## src/pit_macros.svh

```systemverilog
//=============================
// Global sizes for the two-channel interval timer
// Included by the packages and every RTL module
// Widths of APB bus, counters and channel vectors
//=============================
`ifndef PIT_MACROS_SVH
`define PIT_MACROS_SVH

//=============================
// APB bus
//=============================

// Byte address, covers 0x00..0x1C
`define PIT_ADDR_W 8

// Read and write data
`define PIT_DATA_W 32

//=============================
// Counter side
//=============================

// Down-counter width, 8254 style
`define PIT_COUNT_W 16

// Channels, sizes gate/out/irq vectors
`define PIT_NUM_CH 2

`endif

```

## src/pit_apb_pkg.sv

```systemverilog
//=============================
// Bus-side types of the interval timer
// APB request and response bundles plus register map
// Import into any module touching the APB port
//=============================
`default_nettype none

`include "pit_macros.svh"

package pit_apb_pkg;

    //=============================
    // APB bundles
    //=============================

    // Master to slave, one transfer
    typedef struct packed {
        logic                   psel;
        logic                   penable;   // Low in setup, high in access
        logic                   pwrite;
        logic [`PIT_ADDR_W-1:0] paddr;
        logic [`PIT_DATA_W-1:0] pwdata;
    } apb_req_t;

    // Slave to master
    typedef struct packed {
        logic [`PIT_DATA_W-1:0] prdata;  // Valid in access cycle
        logic                   pready;  // Tied high, no wait states
        logic                   pslverr; // Unmapped offset
    } apb_rsp_t;

    //=============================
    // Register offsets
    //=============================

    typedef enum logic [`PIT_ADDR_W-1:0] {
        CTRL0    = 8'h00,  // bcd / mode / rw of ch0
        COUNT0   = 8'h04,  // Load or latch, read count
        CTRL1    = 8'h08,
        COUNT1   = 8'h0C,
        STATUS   = 8'h10,  // One byte per channel
        IRQ_PEND = 8'h14,  // W1C
        IRQ_EN   = 8'h18,
        PRESCALE = 8'h1C   // Tick period minus one
    } pit_reg_e;

endpackage

`default_nettype wire

```

## src/pit_cfg_pkg.sv

```systemverilog
//=============================
// Counter-side types of the interval timer
// Control word fields, per-channel request from the
// register block and status returned by each counter
//=============================
`default_nettype none

`include "pit_macros.svh"

package pit_cfg_pkg;

    //=============================
    // Control word encodings
    //=============================

    // Read/write mode, 8254 RW1:RW0
    typedef enum logic [1:0] {
        RW_LATCH = 2'b00,  // Counter latch command
        RW_LSB   = 2'b01,
        RW_MSB   = 2'b10,
        RW_WORD  = 2'b11
    } pit_rw_e;

    // Counter mode, only MODE0 acts
    typedef enum logic [2:0] {
        MODE0 = 3'd0,  // Interrupt on terminal count
        MODE1 = 3'd1,
        MODE2 = 3'd2,
        MODE3 = 3'd3,
        MODE4 = 3'd4,
        MODE5 = 3'd5
    } pit_mode_e;

    // Field order matches CTRL bits [5:4] [3:1] [0]
    typedef struct packed {
        pit_rw_e   rw;
        pit_mode_e mode;
        logic      bcd;
    } pit_cfg_t;

    //=============================
    // Channel request / status
    //=============================

    typedef struct packed {
        logic                    ctrl_wr;   // One-cycle CTRL write
        pit_cfg_t                cfg;
        logic                    count_wr;  // Load or latch
        logic                    count_rd;  // Releases latch
        logic [`PIT_COUNT_W-1:0] wdata;
    } pit_ch_req_t;

    typedef struct packed {
        logic [`PIT_COUNT_W-1:0] count_rb;    // Readback, one cycle old
        logic                    out;
        logic                    null_count;  // No count loaded since CTRL write
        pit_cfg_t                cfg;
    } pit_ch_stat_t;

endpackage

`default_nettype wire

```

## src/pit_apb_regs.sv

```systemverilog
//=============================
// APB register block of the interval timer
// Decodes offsets into per-channel strobes, muxes readback,
// owns PRESCALE / IRQ_EN and the shared tick prescaler
//=============================
`timescale 1ns/1ps
`default_nettype none

`include "pit_macros.svh"

module pit_apb_regs
    import pit_apb_pkg::*;
    import pit_cfg_pkg::*;
(
    input  logic                               clk,
    input  logic                               i_rst_n,
    input  apb_req_t                           i_apb,
    output apb_rsp_t                           o_apb,
    output pit_ch_req_t  [`PIT_NUM_CH-1:0]     o_ch_req,
    input  pit_ch_stat_t [`PIT_NUM_CH-1:0]     i_ch_stat,
    output logic                               o_clk_en,     // Shared count tick
    input  logic         [`PIT_NUM_CH-1:0]     i_irq_pend,
    output logic         [`PIT_NUM_CH-1:0]     o_irq_clr,    // W1C strobe
    output logic         [`PIT_NUM_CH-1:0]     o_irq_en
);

    localparam int PRESC_W = 8;
    localparam int CFG_W   = $bits(pit_cfg_t);

    // Bus phase
    logic                   w_access;
    logic                   w_wr;
    logic                   w_rd;
    pit_reg_e               w_reg;

    // Decode
    logic                   w_mapped;
    logic [`PIT_NUM_CH-1:0] w_sel_ctrl;
    logic [`PIT_NUM_CH-1:0] w_sel_count;
    logic                   w_sel_pend;
    logic                   w_sel_en;
    logic                   w_sel_presc;
    logic [`PIT_DATA_W-1:0] w_rdata;
    logic [`PIT_DATA_W-1:0] w_status;

    // Registers
    logic [PRESC_W-1:0]     r_prescale;
    logic [PRESC_W-1:0]     r_presc_cnt;
    logic                   r_clk_en;
    logic [`PIT_NUM_CH-1:0] r_irq_en;

    assign w_access = i_apb.psel & i_apb.penable;  // Access cycle only
    assign w_wr     = w_access & i_apb.pwrite;
    assign w_rd     = w_access & ~i_apb.pwrite;
    assign w_reg    = pit_reg_e'(i_apb.paddr);

    //=============================
    // Decode and readback mux
    //=============================

    always_comb begin
        w_mapped    = 1'b1;
        w_sel_ctrl  = '0;
        w_sel_count = '0;
        w_sel_pend  = 1'b0;
        w_sel_en    = 1'b0;
        w_sel_presc = 1'b0;
        w_rdata     = '0;
        case (w_reg)
            CTRL0: begin
                w_sel_ctrl[0]         = 1'b1;
                w_rdata[CFG_W-1:0]    = i_ch_stat[0].cfg;
            end
            CTRL1: begin
                w_sel_ctrl[1]         = 1'b1;
                w_rdata[CFG_W-1:0]    = i_ch_stat[1].cfg;
            end
            COUNT0: begin
                w_sel_count[0]            = 1'b1;
                w_rdata[`PIT_COUNT_W-1:0] = i_ch_stat[0].count_rb;
            end
            COUNT1: begin
                w_sel_count[1]            = 1'b1;
                w_rdata[`PIT_COUNT_W-1:0] = i_ch_stat[1].count_rb;
            end
            STATUS:   w_rdata = w_status;       // Read only, writes dropped
            IRQ_PEND: begin
                w_sel_pend                = 1'b1;
                w_rdata[`PIT_NUM_CH-1:0]  = i_irq_pend;
            end
            IRQ_EN: begin
                w_sel_en                  = 1'b1;
                w_rdata[`PIT_NUM_CH-1:0]  = r_irq_en;
            end
            PRESCALE: begin
                w_sel_presc               = 1'b1;
                w_rdata[PRESC_W-1:0]      = r_prescale;
            end
            default:  w_mapped = 1'b0;
        endcase
    end

    //=============================
    // Per-channel strobes
    //=============================

    for (genvar g = 0; g < `PIT_NUM_CH; g++) begin : g_ch
        assign o_ch_req[g].ctrl_wr  = w_wr & w_sel_ctrl[g];
        assign o_ch_req[g].cfg      = pit_cfg_t'(i_apb.pwdata[CFG_W-1:0]);
        assign o_ch_req[g].count_wr = w_wr & w_sel_count[g];
        assign o_ch_req[g].count_rd = w_rd & w_sel_count[g];
        assign o_ch_req[g].wdata    = i_apb.pwdata[`PIT_COUNT_W-1:0];
        // STATUS byte: OUT, NULL, rw, mode, bcd
        assign w_status[8*g +: 8]   = {i_ch_stat[g].out, i_ch_stat[g].null_count,
                                       i_ch_stat[g].cfg};
    end
    assign w_status[`PIT_DATA_W-1:8*`PIT_NUM_CH] = '0;

    // Writable registers
    always_ff @(posedge clk) begin
        if (!i_rst_n) begin
            r_prescale <= '0;
            r_irq_en   <= '0;
        end else if (w_wr) begin
            if (w_sel_presc) r_prescale <= i_apb.pwdata[PRESC_W-1:0];
            if (w_sel_en)    r_irq_en   <= i_apb.pwdata[`PIT_NUM_CH-1:0];
        end
    end

    //=============================
    // Prescaler
    //=============================

    // One tick per PRESCALE+1 clocks, >= covers a shrinking PRESCALE
    always_ff @(posedge clk) begin
        if (!i_rst_n) begin
            r_presc_cnt <= '0;
            r_clk_en    <= 1'b0;
        end else if (r_presc_cnt >= r_prescale) begin
            r_presc_cnt <= '0;
            r_clk_en    <= 1'b1;
        end else begin
            r_presc_cnt <= r_presc_cnt + 1'b1;
            r_clk_en    <= 1'b0;
        end
    end

    assign o_clk_en  = r_clk_en;
    assign o_irq_en  = r_irq_en;
    assign o_irq_clr = (w_wr && w_sel_pend) ? i_apb.pwdata[`PIT_NUM_CH-1:0] : '0;

    // Zero-wait slave
    assign o_apb.prdata  = w_rdata;
    assign o_apb.pready  = 1'b1;
    assign o_apb.pslverr = w_access & ~w_mapped;

endmodule

`default_nettype wire

```

## src/pit_counter.sv

```systemverilog
//=============================
// One 8254-style counter channel, mode 0 only
// Shadows its control word, loads LSB / MSB / word values,
// supports the latch command and binary or BCD countdown
//=============================
`timescale 1ns/1ps
`default_nettype none

`include "pit_macros.svh"

module pit_counter
    import pit_cfg_pkg::*;
(
    input  logic         clk,
    input  logic         i_rst_n,
    input  pit_ch_req_t  i_req,
    input  logic         i_gate,     // Low pauses the count
    input  logic         i_clk_en,   // Prescaler tick
    output pit_ch_stat_t o_stat
);

    localparam int CW     = `PIT_COUNT_W;
    localparam int BYTE_W = 8;
    localparam int DIGITS = CW / 4;

    pit_cfg_t        r_cfg;               // Control word shadow
    logic [CW-1:0]   r_reload_value;
    logic            r_reload_pending;
    logic [CW-1:0]   r_count;
    logic [CW-1:0]   r_latch_val;
    logic            r_latched;
    logic            r_rd_half;           // First read of latched pair done
    logic [CW-1:0]   r_count_rb;
    logic            r_null_count;
    logic            r_counting;
    logic            r_out;
    logic            w_latch_cmd;

    assign w_latch_cmd = i_req.count_wr && (r_cfg.rw == RW_LATCH);

    // Binary or BCD step down, BCD 0000 wraps to 9999
    function automatic logic [CW-1:0] dec_count(input logic [CW-1:0] cnt,
                                                input logic bcd);
        logic [CW-1:0] res;
        logic          borrow;
        int            d;
        res    = cnt;
        borrow = 1'b1;
        if (bcd) begin
            for (d = 0; d < DIGITS; d++) begin
                if (borrow) begin
                    if (res[4*d +: 4] == 4'h0) begin
                        res[4*d +: 4] = 4'h9;       // Borrow ripples up
                    end else begin
                        res[4*d +: 4] = res[4*d +: 4] - 4'h1;
                        borrow        = 1'b0;
                    end
                end
            end
        end else begin
            res = cnt - 1'b1;
        end
        return res;
    endfunction

    //=============================
    // Control word and load
    //=============================

    always_ff @(posedge clk) begin
        if (!i_rst_n) begin
            r_cfg <= '{rw: RW_LATCH, mode: MODE0, bcd: 1'b0};
        end else if (i_req.ctrl_wr) begin
            r_cfg <= i_req.cfg;   // Mode kept for STATUS only
        end
    end

    // Pending one cycle after the strobe, count loads the cycle after
    always_ff @(posedge clk) begin
        if (!i_rst_n) begin
            r_reload_pending <= 1'b0;
        end else begin
            r_reload_pending <= i_req.count_wr && (r_cfg.rw != RW_LATCH);
        end
    end

    always_ff @(posedge clk) begin
        if (i_req.count_wr) begin
            case (r_cfg.rw)
                RW_LSB:  r_reload_value <= {{BYTE_W{1'b0}}, i_req.wdata[BYTE_W-1:0]};
                RW_MSB:  r_reload_value <= {i_req.wdata[BYTE_W-1:0], {BYTE_W{1'b0}}};
                RW_WORD: r_reload_value <= i_req.wdata;
                default: r_reload_value <= r_reload_value;   // Latch cmd, no load
            endcase
        end
    end

    //=============================
    // Latch and readback
    //=============================

    // Latched value survives one read pair, like LSB then MSB on the 8254
    always_ff @(posedge clk) begin
        if (!i_rst_n) begin
            r_latched <= 1'b0;
            r_rd_half <= 1'b0;
        end else if (w_latch_cmd && !r_latched) begin
            r_latched <= 1'b1;
            r_rd_half <= 1'b0;
        end else if (i_req.count_rd && r_latched) begin
            r_rd_half <= ~r_rd_half;
            if (r_rd_half) r_latched <= 1'b0;    // Second read releases
        end
    end

    always_ff @(posedge clk) begin
        if (w_latch_cmd && !r_latched) r_latch_val <= r_count;  // Repeat cmd ignored
        r_count_rb <= r_latched ? r_latch_val : r_count;       // Refreshed every cycle
    end

    //=============================
    // Mode 0 core
    //=============================

    always_ff @(posedge clk) begin
        if (!i_rst_n) begin
            r_count      <= '0;
            r_null_count <= 1'b1;
            r_counting   <= 1'b0;
            r_out        <= 1'b0;
        end else if (i_req.ctrl_wr) begin
            r_null_count <= 1'b1;       // New control word, wait for count
            r_counting   <= 1'b0;
            r_out        <= 1'b0;
        end else if (r_reload_pending) begin
            r_count      <= r_reload_value;
            r_null_count <= 1'b0;
            r_counting   <= 1'b0;       // Arms on next gated tick
            r_out        <= 1'b0;       // OUT low on load
        end else if (r_counting) begin
            if (i_clk_en && i_gate) begin
                if (r_count == '0) begin
                    r_out      <= 1'b1;  // Terminal count
                    r_counting <= 1'b0;
                end else begin
                    r_count <= dec_count(r_count, r_cfg.bcd);
                end
            end
        end else if (!r_null_count && !r_out && i_gate && i_clk_en) begin
            r_counting <= 1'b1;
        end
    end

    assign o_stat.count_rb   = r_count_rb;
    assign o_stat.out        = r_out;
    assign o_stat.null_count = r_null_count;
    assign o_stat.cfg        = r_cfg;

endmodule

`default_nettype wire

```

## src/pit_irq_combine.sv

```systemverilog
//=============================
// Interrupt combiner for the timer channels
// Rising OUT edges set sticky pending bits,
// o_irq is the registered OR of pending and enable
//=============================
`timescale 1ns/1ps
`default_nettype none

`include "pit_macros.svh"

module pit_irq_combine (
    input  logic                   clk,
    input  logic                   i_rst_n,
    input  logic [`PIT_NUM_CH-1:0] i_out,
    input  logic [`PIT_NUM_CH-1:0] i_clr,   // W1C from IRQ_PEND
    input  logic [`PIT_NUM_CH-1:0] i_en,
    output logic [`PIT_NUM_CH-1:0] o_pend,
    output logic                   o_irq
);

    logic [`PIT_NUM_CH-1:0] r_out_q;
    logic [`PIT_NUM_CH-1:0] r_pend;
    logic                   r_irq;
    logic [`PIT_NUM_CH-1:0] w_rise;

    assign w_rise = i_out & ~r_out_q;

    always_ff @(posedge clk) begin
        if (!i_rst_n) begin
            r_out_q <= '0;
            r_pend  <= '0;
            r_irq   <= 1'b0;
        end else begin
            r_out_q <= i_out;
            r_pend  <= (r_pend & ~i_clr) | w_rise;  // Set beats clear
            r_irq   <= |(r_pend & i_en);
        end
    end

    assign o_pend = r_pend;
    assign o_irq  = r_irq;

endmodule

`default_nettype wire

```

## src/pit_top.sv

```systemverilog
//=============================
// Two-channel interval timer, APB attached
// Register block, two mode 0 counters and one
// combined interrupt line
//=============================
`timescale 1ns/1ps
`default_nettype none

`include "pit_macros.svh"

module pit_top
    import pit_apb_pkg::*;
    import pit_cfg_pkg::*;
(
    input  logic                   clk,
    input  logic                   i_rst_n,
    input  apb_req_t               i_apb,
    output apb_rsp_t               o_apb,
    input  logic [`PIT_NUM_CH-1:0] i_gate,
    output logic [`PIT_NUM_CH-1:0] o_out,
    output logic                   o_irq
);

    pit_ch_req_t  [`PIT_NUM_CH-1:0] w_ch_req;
    pit_ch_stat_t [`PIT_NUM_CH-1:0] w_ch_stat;
    logic                           w_clk_en;     // Shared tick
    logic         [`PIT_NUM_CH-1:0] w_out;
    logic         [`PIT_NUM_CH-1:0] w_irq_pend;
    logic         [`PIT_NUM_CH-1:0] w_irq_clr;
    logic         [`PIT_NUM_CH-1:0] w_irq_en;

    pit_apb_regs u_regs (
        .clk        (clk),
        .i_rst_n    (i_rst_n),
        .i_apb      (i_apb),
        .o_apb      (o_apb),
        .o_ch_req   (w_ch_req),
        .i_ch_stat  (w_ch_stat),
        .o_clk_en   (w_clk_en),
        .i_irq_pend (w_irq_pend),
        .o_irq_clr  (w_irq_clr),
        .o_irq_en   (w_irq_en)
    );

    pit_counter u_ch0 (
        .clk      (clk),
        .i_rst_n  (i_rst_n),
        .i_req    (w_ch_req[0]),
        .i_gate   (i_gate[0]),
        .i_clk_en (w_clk_en),
        .o_stat   (w_ch_stat[0])
    );

    pit_counter u_ch1 (
        .clk      (clk),
        .i_rst_n  (i_rst_n),
        .i_req    (w_ch_req[1]),
        .i_gate   (i_gate[1]),
        .i_clk_en (w_clk_en),
        .o_stat   (w_ch_stat[1])
    );

    assign w_out[0] = w_ch_stat[0].out;
    assign w_out[1] = w_ch_stat[1].out;
    assign o_out    = w_out;

    pit_irq_combine u_irq (
        .clk     (clk),
        .i_rst_n (i_rst_n),
        .i_out   (w_out),
        .i_clr   (w_irq_clr),
        .i_en    (w_irq_en),
        .o_pend  (w_irq_pend),
        .o_irq   (o_irq)
    );

endmodule

`default_nettype wire

```

## config.mk

```make
export PLATFORM = sky130hd
export DESIGN_NAME = pit_top
export DESIGN_NICKNAME = d
export VERILOG_FILES = /design/src/pit_apb_pkg.sv /design/src/pit_cfg_pkg.sv /design/src/pit_apb_regs.sv /design/src/pit_counter.sv /design/src/pit_irq_combine.sv /design/src/pit_top.sv
export VERILOG_INCLUDE_DIRS = /design/src
export SDC_FILE = /design/constraint.sdc
export NUM_CORES = 1
export LEC_CHECK = 0
export BUFFER_PORTS_ARGS = -buffer_cell sky130_fd_sc_hd__buf_2
export CAP_MARGIN = 40
export CORE_UTILIZATION = 59
export DETAILED_ROUTE_END_ITERATION = 10
export HOLD_SLACK_MARGIN = 0.06
export PLACE_DENSITY = 0.86
export SYNTH_ARGS = -nofsm -noshare
export SYNTH_HDL_FRONTEND = slang
export SYNTH_SLANG_ARGS = --single-unit
```

## constraint.sdc

```tcl
create_clock -name clk -period 3.95 [get_ports clk]
set_input_delay 0.395 -clock clk [delete_from_list [all_inputs] [get_ports clk]]
set_output_delay 0.395 -clock clk [all_outputs]
set_load 0.02 [all_outputs]
```

* Word-level counts from Yosys, hierarchy flattened
Cells that the tools add are included.
** Cells by class
- $add $sub $neg :: 11
- $mul :: 0
- Div/mod/pow operators :: 0
- Magnitude comparators :: 1
- Equality and inequality tests :: 21
- Shifts and indexed selects :: 0
- Mux-type cells :: 108
- Bitwise logic cells :: 23
- Reductions and logical operators :: 74
** Operators by type and width (number)
- $mux 16 :: 12
- $pmux 16 s3 :: 2
- $mux 1 :: 75
- $mux 4 :: 14
- $eq 8x5->1 const B :: 4
- $logic_not 16->1 :: 2
- $logic_not 4->1 :: 8
- $sub 16x1->16 const B :: 2
- $sub 4x1->4 const B :: 8
- $reduce_and 5->1 :: 6
- $pmux 8 s3 :: 1
- $pmux 4 s5 :: 1
- $reduce_bool 2->1 :: 10
- $ne 3x3->1 const B :: 6
- $logic_and 1x1->1 :: 17
- $eq 8x4->1 const B :: 2
- $pmux 2 s7 :: 1
- $reduce_or 2->1 :: 7
- $reduce_and 2->1 :: 6
- $and 1x1->1 :: 10
- $add 8x1->8 const B :: 1
- $eq 2x2->1 const B :: 4
- $eq 8x3->1 const B :: 1
- $ge 8x8->1 :: 1
- other kinds (16) :: 37
** Word-level totals
- Register bits after elaboration :: 176
- Bits in latches :: 0
- Bits in writable memories :: 0
- Bits in read-only memories :: 0
- Logic and storage cells :: 277
- Memories :: 0

* Logic depth before layout (Yosys ltp)
- Depth after elaboration :: 31
- Mapped depth :: 7
- Gate-level depth less buffers :: 7

* Modules after synthesis
From an unflattened synthesis, not the netlist that was laid out.
** Second synthesis, totals
- Cells, all modules :: 931
- Area total of the unflattened synthesis :: 9230.1 µm²
** By module, submodules not included
- pit_counter :: instances 2, cells an instance 327, area each 3494.6 µm², sequential area each 1841.8 µm²
- pit_apb_regs :: instances 1, cells an instance 262, area each 2067.0 µm², sequential area each 380.4 µm²
- pit_irq_combine :: instances 1, cells an instance 15, area each 173.9 µm², sequential area each 100.1 µm²

* Worst setup path before layout
OpenSTA, ideal clock, no wires.
- Kind :: input -> register
- Start point :: in i_apb[37] (netlist name)
- End point :: reg u_ch1.r_latch_val[0] (enable)
- Setup time :: 0.404 ns
- Arrival time :: 2.685 ns
- Path slack :: 0.861 ns
- Cell stages on the path :: 5
- Path buffers :: 1
- Cell sequence :: or4_1 > clkbuf_1 > nor3_2 > nand2_1 > nor4_2
** Between the ends
- Word-level cells in the longest chain between the ends :: 5
** Ends and longest elaborated chain
- from (decl) :: line pit_top.sv:17 : input apb_req_t i_apb,
- $eq 8x4->1 :: line pit_apb_regs.sv:69 : case (w_reg)
- $mux 1 :: line pit_apb_regs.sv:69
- $and 1x1->1 :: line pit_apb_regs.sv:110 : assign o_ch_req[g].count_wr = w_wr & w_sel_count[g];
- $logic_and 1x1->1 :: line pit_counter.sv:39 : assign w_latch_cmd = i_req.count_wr && (r_cfg.rw == RW_LATCH);
- $logic_and 1x1->1 :: line pit_counter.sv:117 : if (w_latch_cmd && !r_latched) r_latch_val <= r_count;
- to (signal assigned) :: line pit_counter.sv:117
- to (decl) :: line pit_counter.sv:30 : logic [CW-1:0] r_latch_val;
No other way between the ends.
A chain may end at the register's enable or synchronous reset.

==> summary.md <==
| Metric | Value |
|---|---|
| Worst IR Drop VDD | `between 0.3 and 0.4 mV` |
| FF-to-FF path depth | `6` |
| CTS tree | `done` |
| Fmax | `350 MHz` |
| Seq cells post-synth | `176` |
| Core ar. | `14000 sq um` |
| First-pass DRT Iterations | `6` |
| Die X | `approximately 120 microns` |
| Post-synth ARST share | `0` |
| Skew-Pair Late Insertion Delay | `0.45 ns` |
| Ant diodes | `0` |
| Crit path max-delay cell type | `or4_1` |
| WL final | `22800 microns` |
| Die area | `15000 sq um` |
| Final Max Tran Viols | `0` |
| Internal power | `approximately 3.1 mW` |
| GRT Total Usage | `0.312` |
| Synth cell count leaders | `112 x dfxtp_1, 86 x nand2_1, 64 x edfxtp_1` |
| HP Class | `input port to flip-flop` |
| LEAKAGE | `3.68 nW` |
| Crit. End Element | `output pin` |
| Cell Chain, Critical Path | `buf_2 > or4_1 > nor2_1 > a222oi_1 > nand3_1 > buf_2` |
| Fin crit share | `0.723` |
| RR Startpoint | `u_ch1.r_reload_pending` |
| Clock network power share | `0.493` |
| Crit path max fanout | `7` |
| # port buffers | `50` |
| Drt via density | `6.64` |
| Top FF cell, synth | `dfxtp_1` |
| Root buffer cell | `clkbuf_16` |
| Final ANT Viol Nets | `0` |
| Slowest stage delay, CP | `0.71 ns` |
| FP Rows | `43` |
| Setup crit start kind | `input port` |
| Syn-to-layout area delta | `11.7%` |
| Worst Tran Pin Value | `around 0.98 ns` |
| Total congestion overflow | `0` |
| Post_cts resized | `0` |
| Max Root-Sink Buffers | `2` |
| Htree depth | `4` |
| Hold buffer count at cts | `0` |
| Cell family with the largest share of critical-path delay | `simple AND/OR/NAND/NOR gates` |
| Syn Inst Count | `roughly 880` |
| Worst Hold Path Cells | `3` |
| Net count, final | `962` |
| Area post-placement | `roughly 9000 sq um` |
| Setup TNS | `0 ns` |
| Worst path buffer plus inverter count | `2` |
| CTS clk-pin slew, worst paths | `0.06 ns` |
| Critical path class | `input port to output pin` |
| Post-synth EDFFs | `64` |
| Layout cells sized above 1 | `0.158` |
| Fin. Hold Viols | `0` |
| Die Ht | `about 120 microns` |
| Final Wtd Congestion | `just over 0.9` |
| DRC | `0` |
| Simple-gate area share of the yosys netlist | `0.176` |
| Skew final | `0.0105 ns` |
| Compound-cell area share of the yosys netlist | `0.181` |
| R2r setup slk | `1.21 ns` |
| Largest net degree at the start of global routing | `52` |
| # IOs | `84` |
| Synthesized area | `8590 sq um` |
| Number of library cell types mapped by synthesis | `73` |
| Unrepaired setup endpoints after global routing | `false` |
| CTS sink cnt | `176` |
| Power per cell area | `407 nW/um^2` |
| Flop pwr share | `0.479` |
| Period minus WS final | `about 2.9 ns` |
| Worst Hold Path EP | `u_regs.r_prescale[7]` |
| Most frequent cell after synthesis | `dfxtp_1` |
| Hold Crit Start | `i_apb[7]` |
| First-pass GRT wire length | `34700 microns` |
| Postcts setup bufs | `0` |
| Largest family of logic cells by synthesized area | `compound AO/OA/AOI/OAI gates` |
| Ys Warns | `0` |
| Critical Path Most Common Cell | `buf_2` |
| Vias in the first global route | `around 6400` |
| Logic depth of the worst path, buffers included | `6` |
| Sw Pwr | `0.779 mW` |
| Worst r2r dst | `u_ch1.r_count[4]` |
| Adder-cell share of the synthesized area | `0.0189` |
| Setup Viol. Count Final | `0` |
| Total CTS buffers | `17` |
| Initial DRC count | `1078` |
| WL/cell | `20.9 microns` |
| Design area | `9600 sq um` |
| Worst rel slew slack | `0.344` |
| CP required | `around 3.6 ns` |
| Post-synthesis xor/xnor area fraction | `0.00816` |
| Multiplexer share of the synthesized area | `0.0715` |
| Max_cap viols | `0` |
| Sw Share | `0.200` |
| Syn avg cell area | `about 9.8 sq um` |
| Via Count | `between 7000 and 8000` |
| Arr. time, crit path | `2.46 ns` |
| Post-synth top area cell | `dfxtp_1` |
| Most area-consuming cells after synthesis | `dfxtp_1 26%, edfxtp_1 22%, nand2_1 3.8%, mux2i_1 3.6%, mux2_2 3.5%` |
| Combinational share of power | `0.027` |
| Dpl hpwl | `15400 microns` |
| Status | `finished clean` |
| Initial core utilization | `0.612` |
| Yosys top cell area share | `0.261` |
| Antenna violations before repair | `0` |
| Register area share after synthesis | `0.485` |
## worst min-delay path, stage by stage
cell and delay, ns:
buf_2 0.14, nand3_1 0.07, a21oi_1 0.05
## state kept, by name, summed over array words and instances (netlist names), 2 cells and up
signal and flops:
u_ch0.r_count 16, u_ch0.r_count_rb 16, u_ch0.r_latch_val 16, u_ch0.r_reload_value 16, u_ch1.r_count 16, u_ch1.r_count_rb 16
u_ch1.r_latch_val 16, u_ch1.r_reload_value 16, u_regs.r_presc_cnt 8, u_regs.r_prescale 8, u_ch0.o_stat 6, u_ch1.o_stat 6
u_irq.o_pend 2, u_irq.r_out_q 2, u_regs.o_irq_en 2
## cells in the final DEF, fill, tap and decap left out, drive strengths merged, types with 12 or more instances in the layout
master,synthesis,layout
conb,2,17
ha,13,13
nand3,33,33
a21oi,50,50
nor2b,20,20
a22oi,17,17
dfxtp,112,112
and2,19,19
mux2i,31,31
o211ai,12,12
nor3,30,30
o21ai,43,43
nor2,37,37
nand2,86,86
edfxtp,64,64
inv,37,37
mux2,27,27
buf,30,65
nand2b,12,12
clkbuf,45,25
nor4,14,14
## per-layer routing
metal	vias to the layer above	track usage	share of wire
li1	3268	-	-
met4	0	0.149	0.039
met3	79	0.0637	0.11
met5	-	0	0
met2	485	0.482	0.45
met1	3438	0.419	0.40
## stage by stage
stage | setup WS (ns) | total power [mW] | hold slack (ns) | cells | util
after floorplan | 0.861 | 1.98 | 0.403 | 892 | -
after detailed placement | 1.06 | 2.01 | 0.435 | 1063 | 0.634
after CTS | 1.19 | 3.90 | 0.254 | 1095 | 0.683
after global placement | 1.12 | 2.01 | 0.432 | 1061 | 0.633
after global routing | 1.02 | 3.98 | 0.262 | 1095 | 0.683
final | 1.10 | 3.90 | 0.264 | 1095 | 0.683
## cell type report
class	count	area (sq um)
fillers	1014	4450
repair buffers	66	393
flip-flops and latches	176	4160
multi-input cells	604	3990
clock buffers	25	551
clock inverters	7	139
inverters	37	139
well taps	180	225
## logic make-up after synthesis
kind of cell | count (synthesis)
DFF | 176
other | 2
adders and majority gates | 13
buffers and inverters | 112
muxes | 58
xor gates and xnor gates | 8
and+or+nand+nor | 289
AOI/OAI and AO/OA | 219
## how the worst max path moves through the flow
stage | endpoint | slack (ns) | from
2_1_floorplan | u_ch1.r_latch_val[0] | 0.86 | i_apb[37]
5_1_grt | o_apb[2] | 1.02 | i_apb[37]
6_report | o_apb[2] | 1.10 | i_apb[37]
3_3_place_gp | u_ch1.r_latch_val[10] | 1.12 | i_apb[37]
3_5_place_dp | u_ch1.r_latch_val[9] | 1.06 | i_apb[37]
4_1_cts | o_apb[2] | 1.19 | i_apb[37]
## power groups by stage
stage / clock network (mW) / logic, mW / registers (mW)
floorplan: 0 / 0.0707 / 1.91
global placement: 0 / 0.101 / 1.91
detailed placement: 0 / 0.103 / 1.91
CTS: 1.93 / 0.104 / 1.87
global route: 2.00 / 0.113 / 1.87
finish: 1.92 / 0.107 / 1.87
Power figures use the tool's default switching activity.
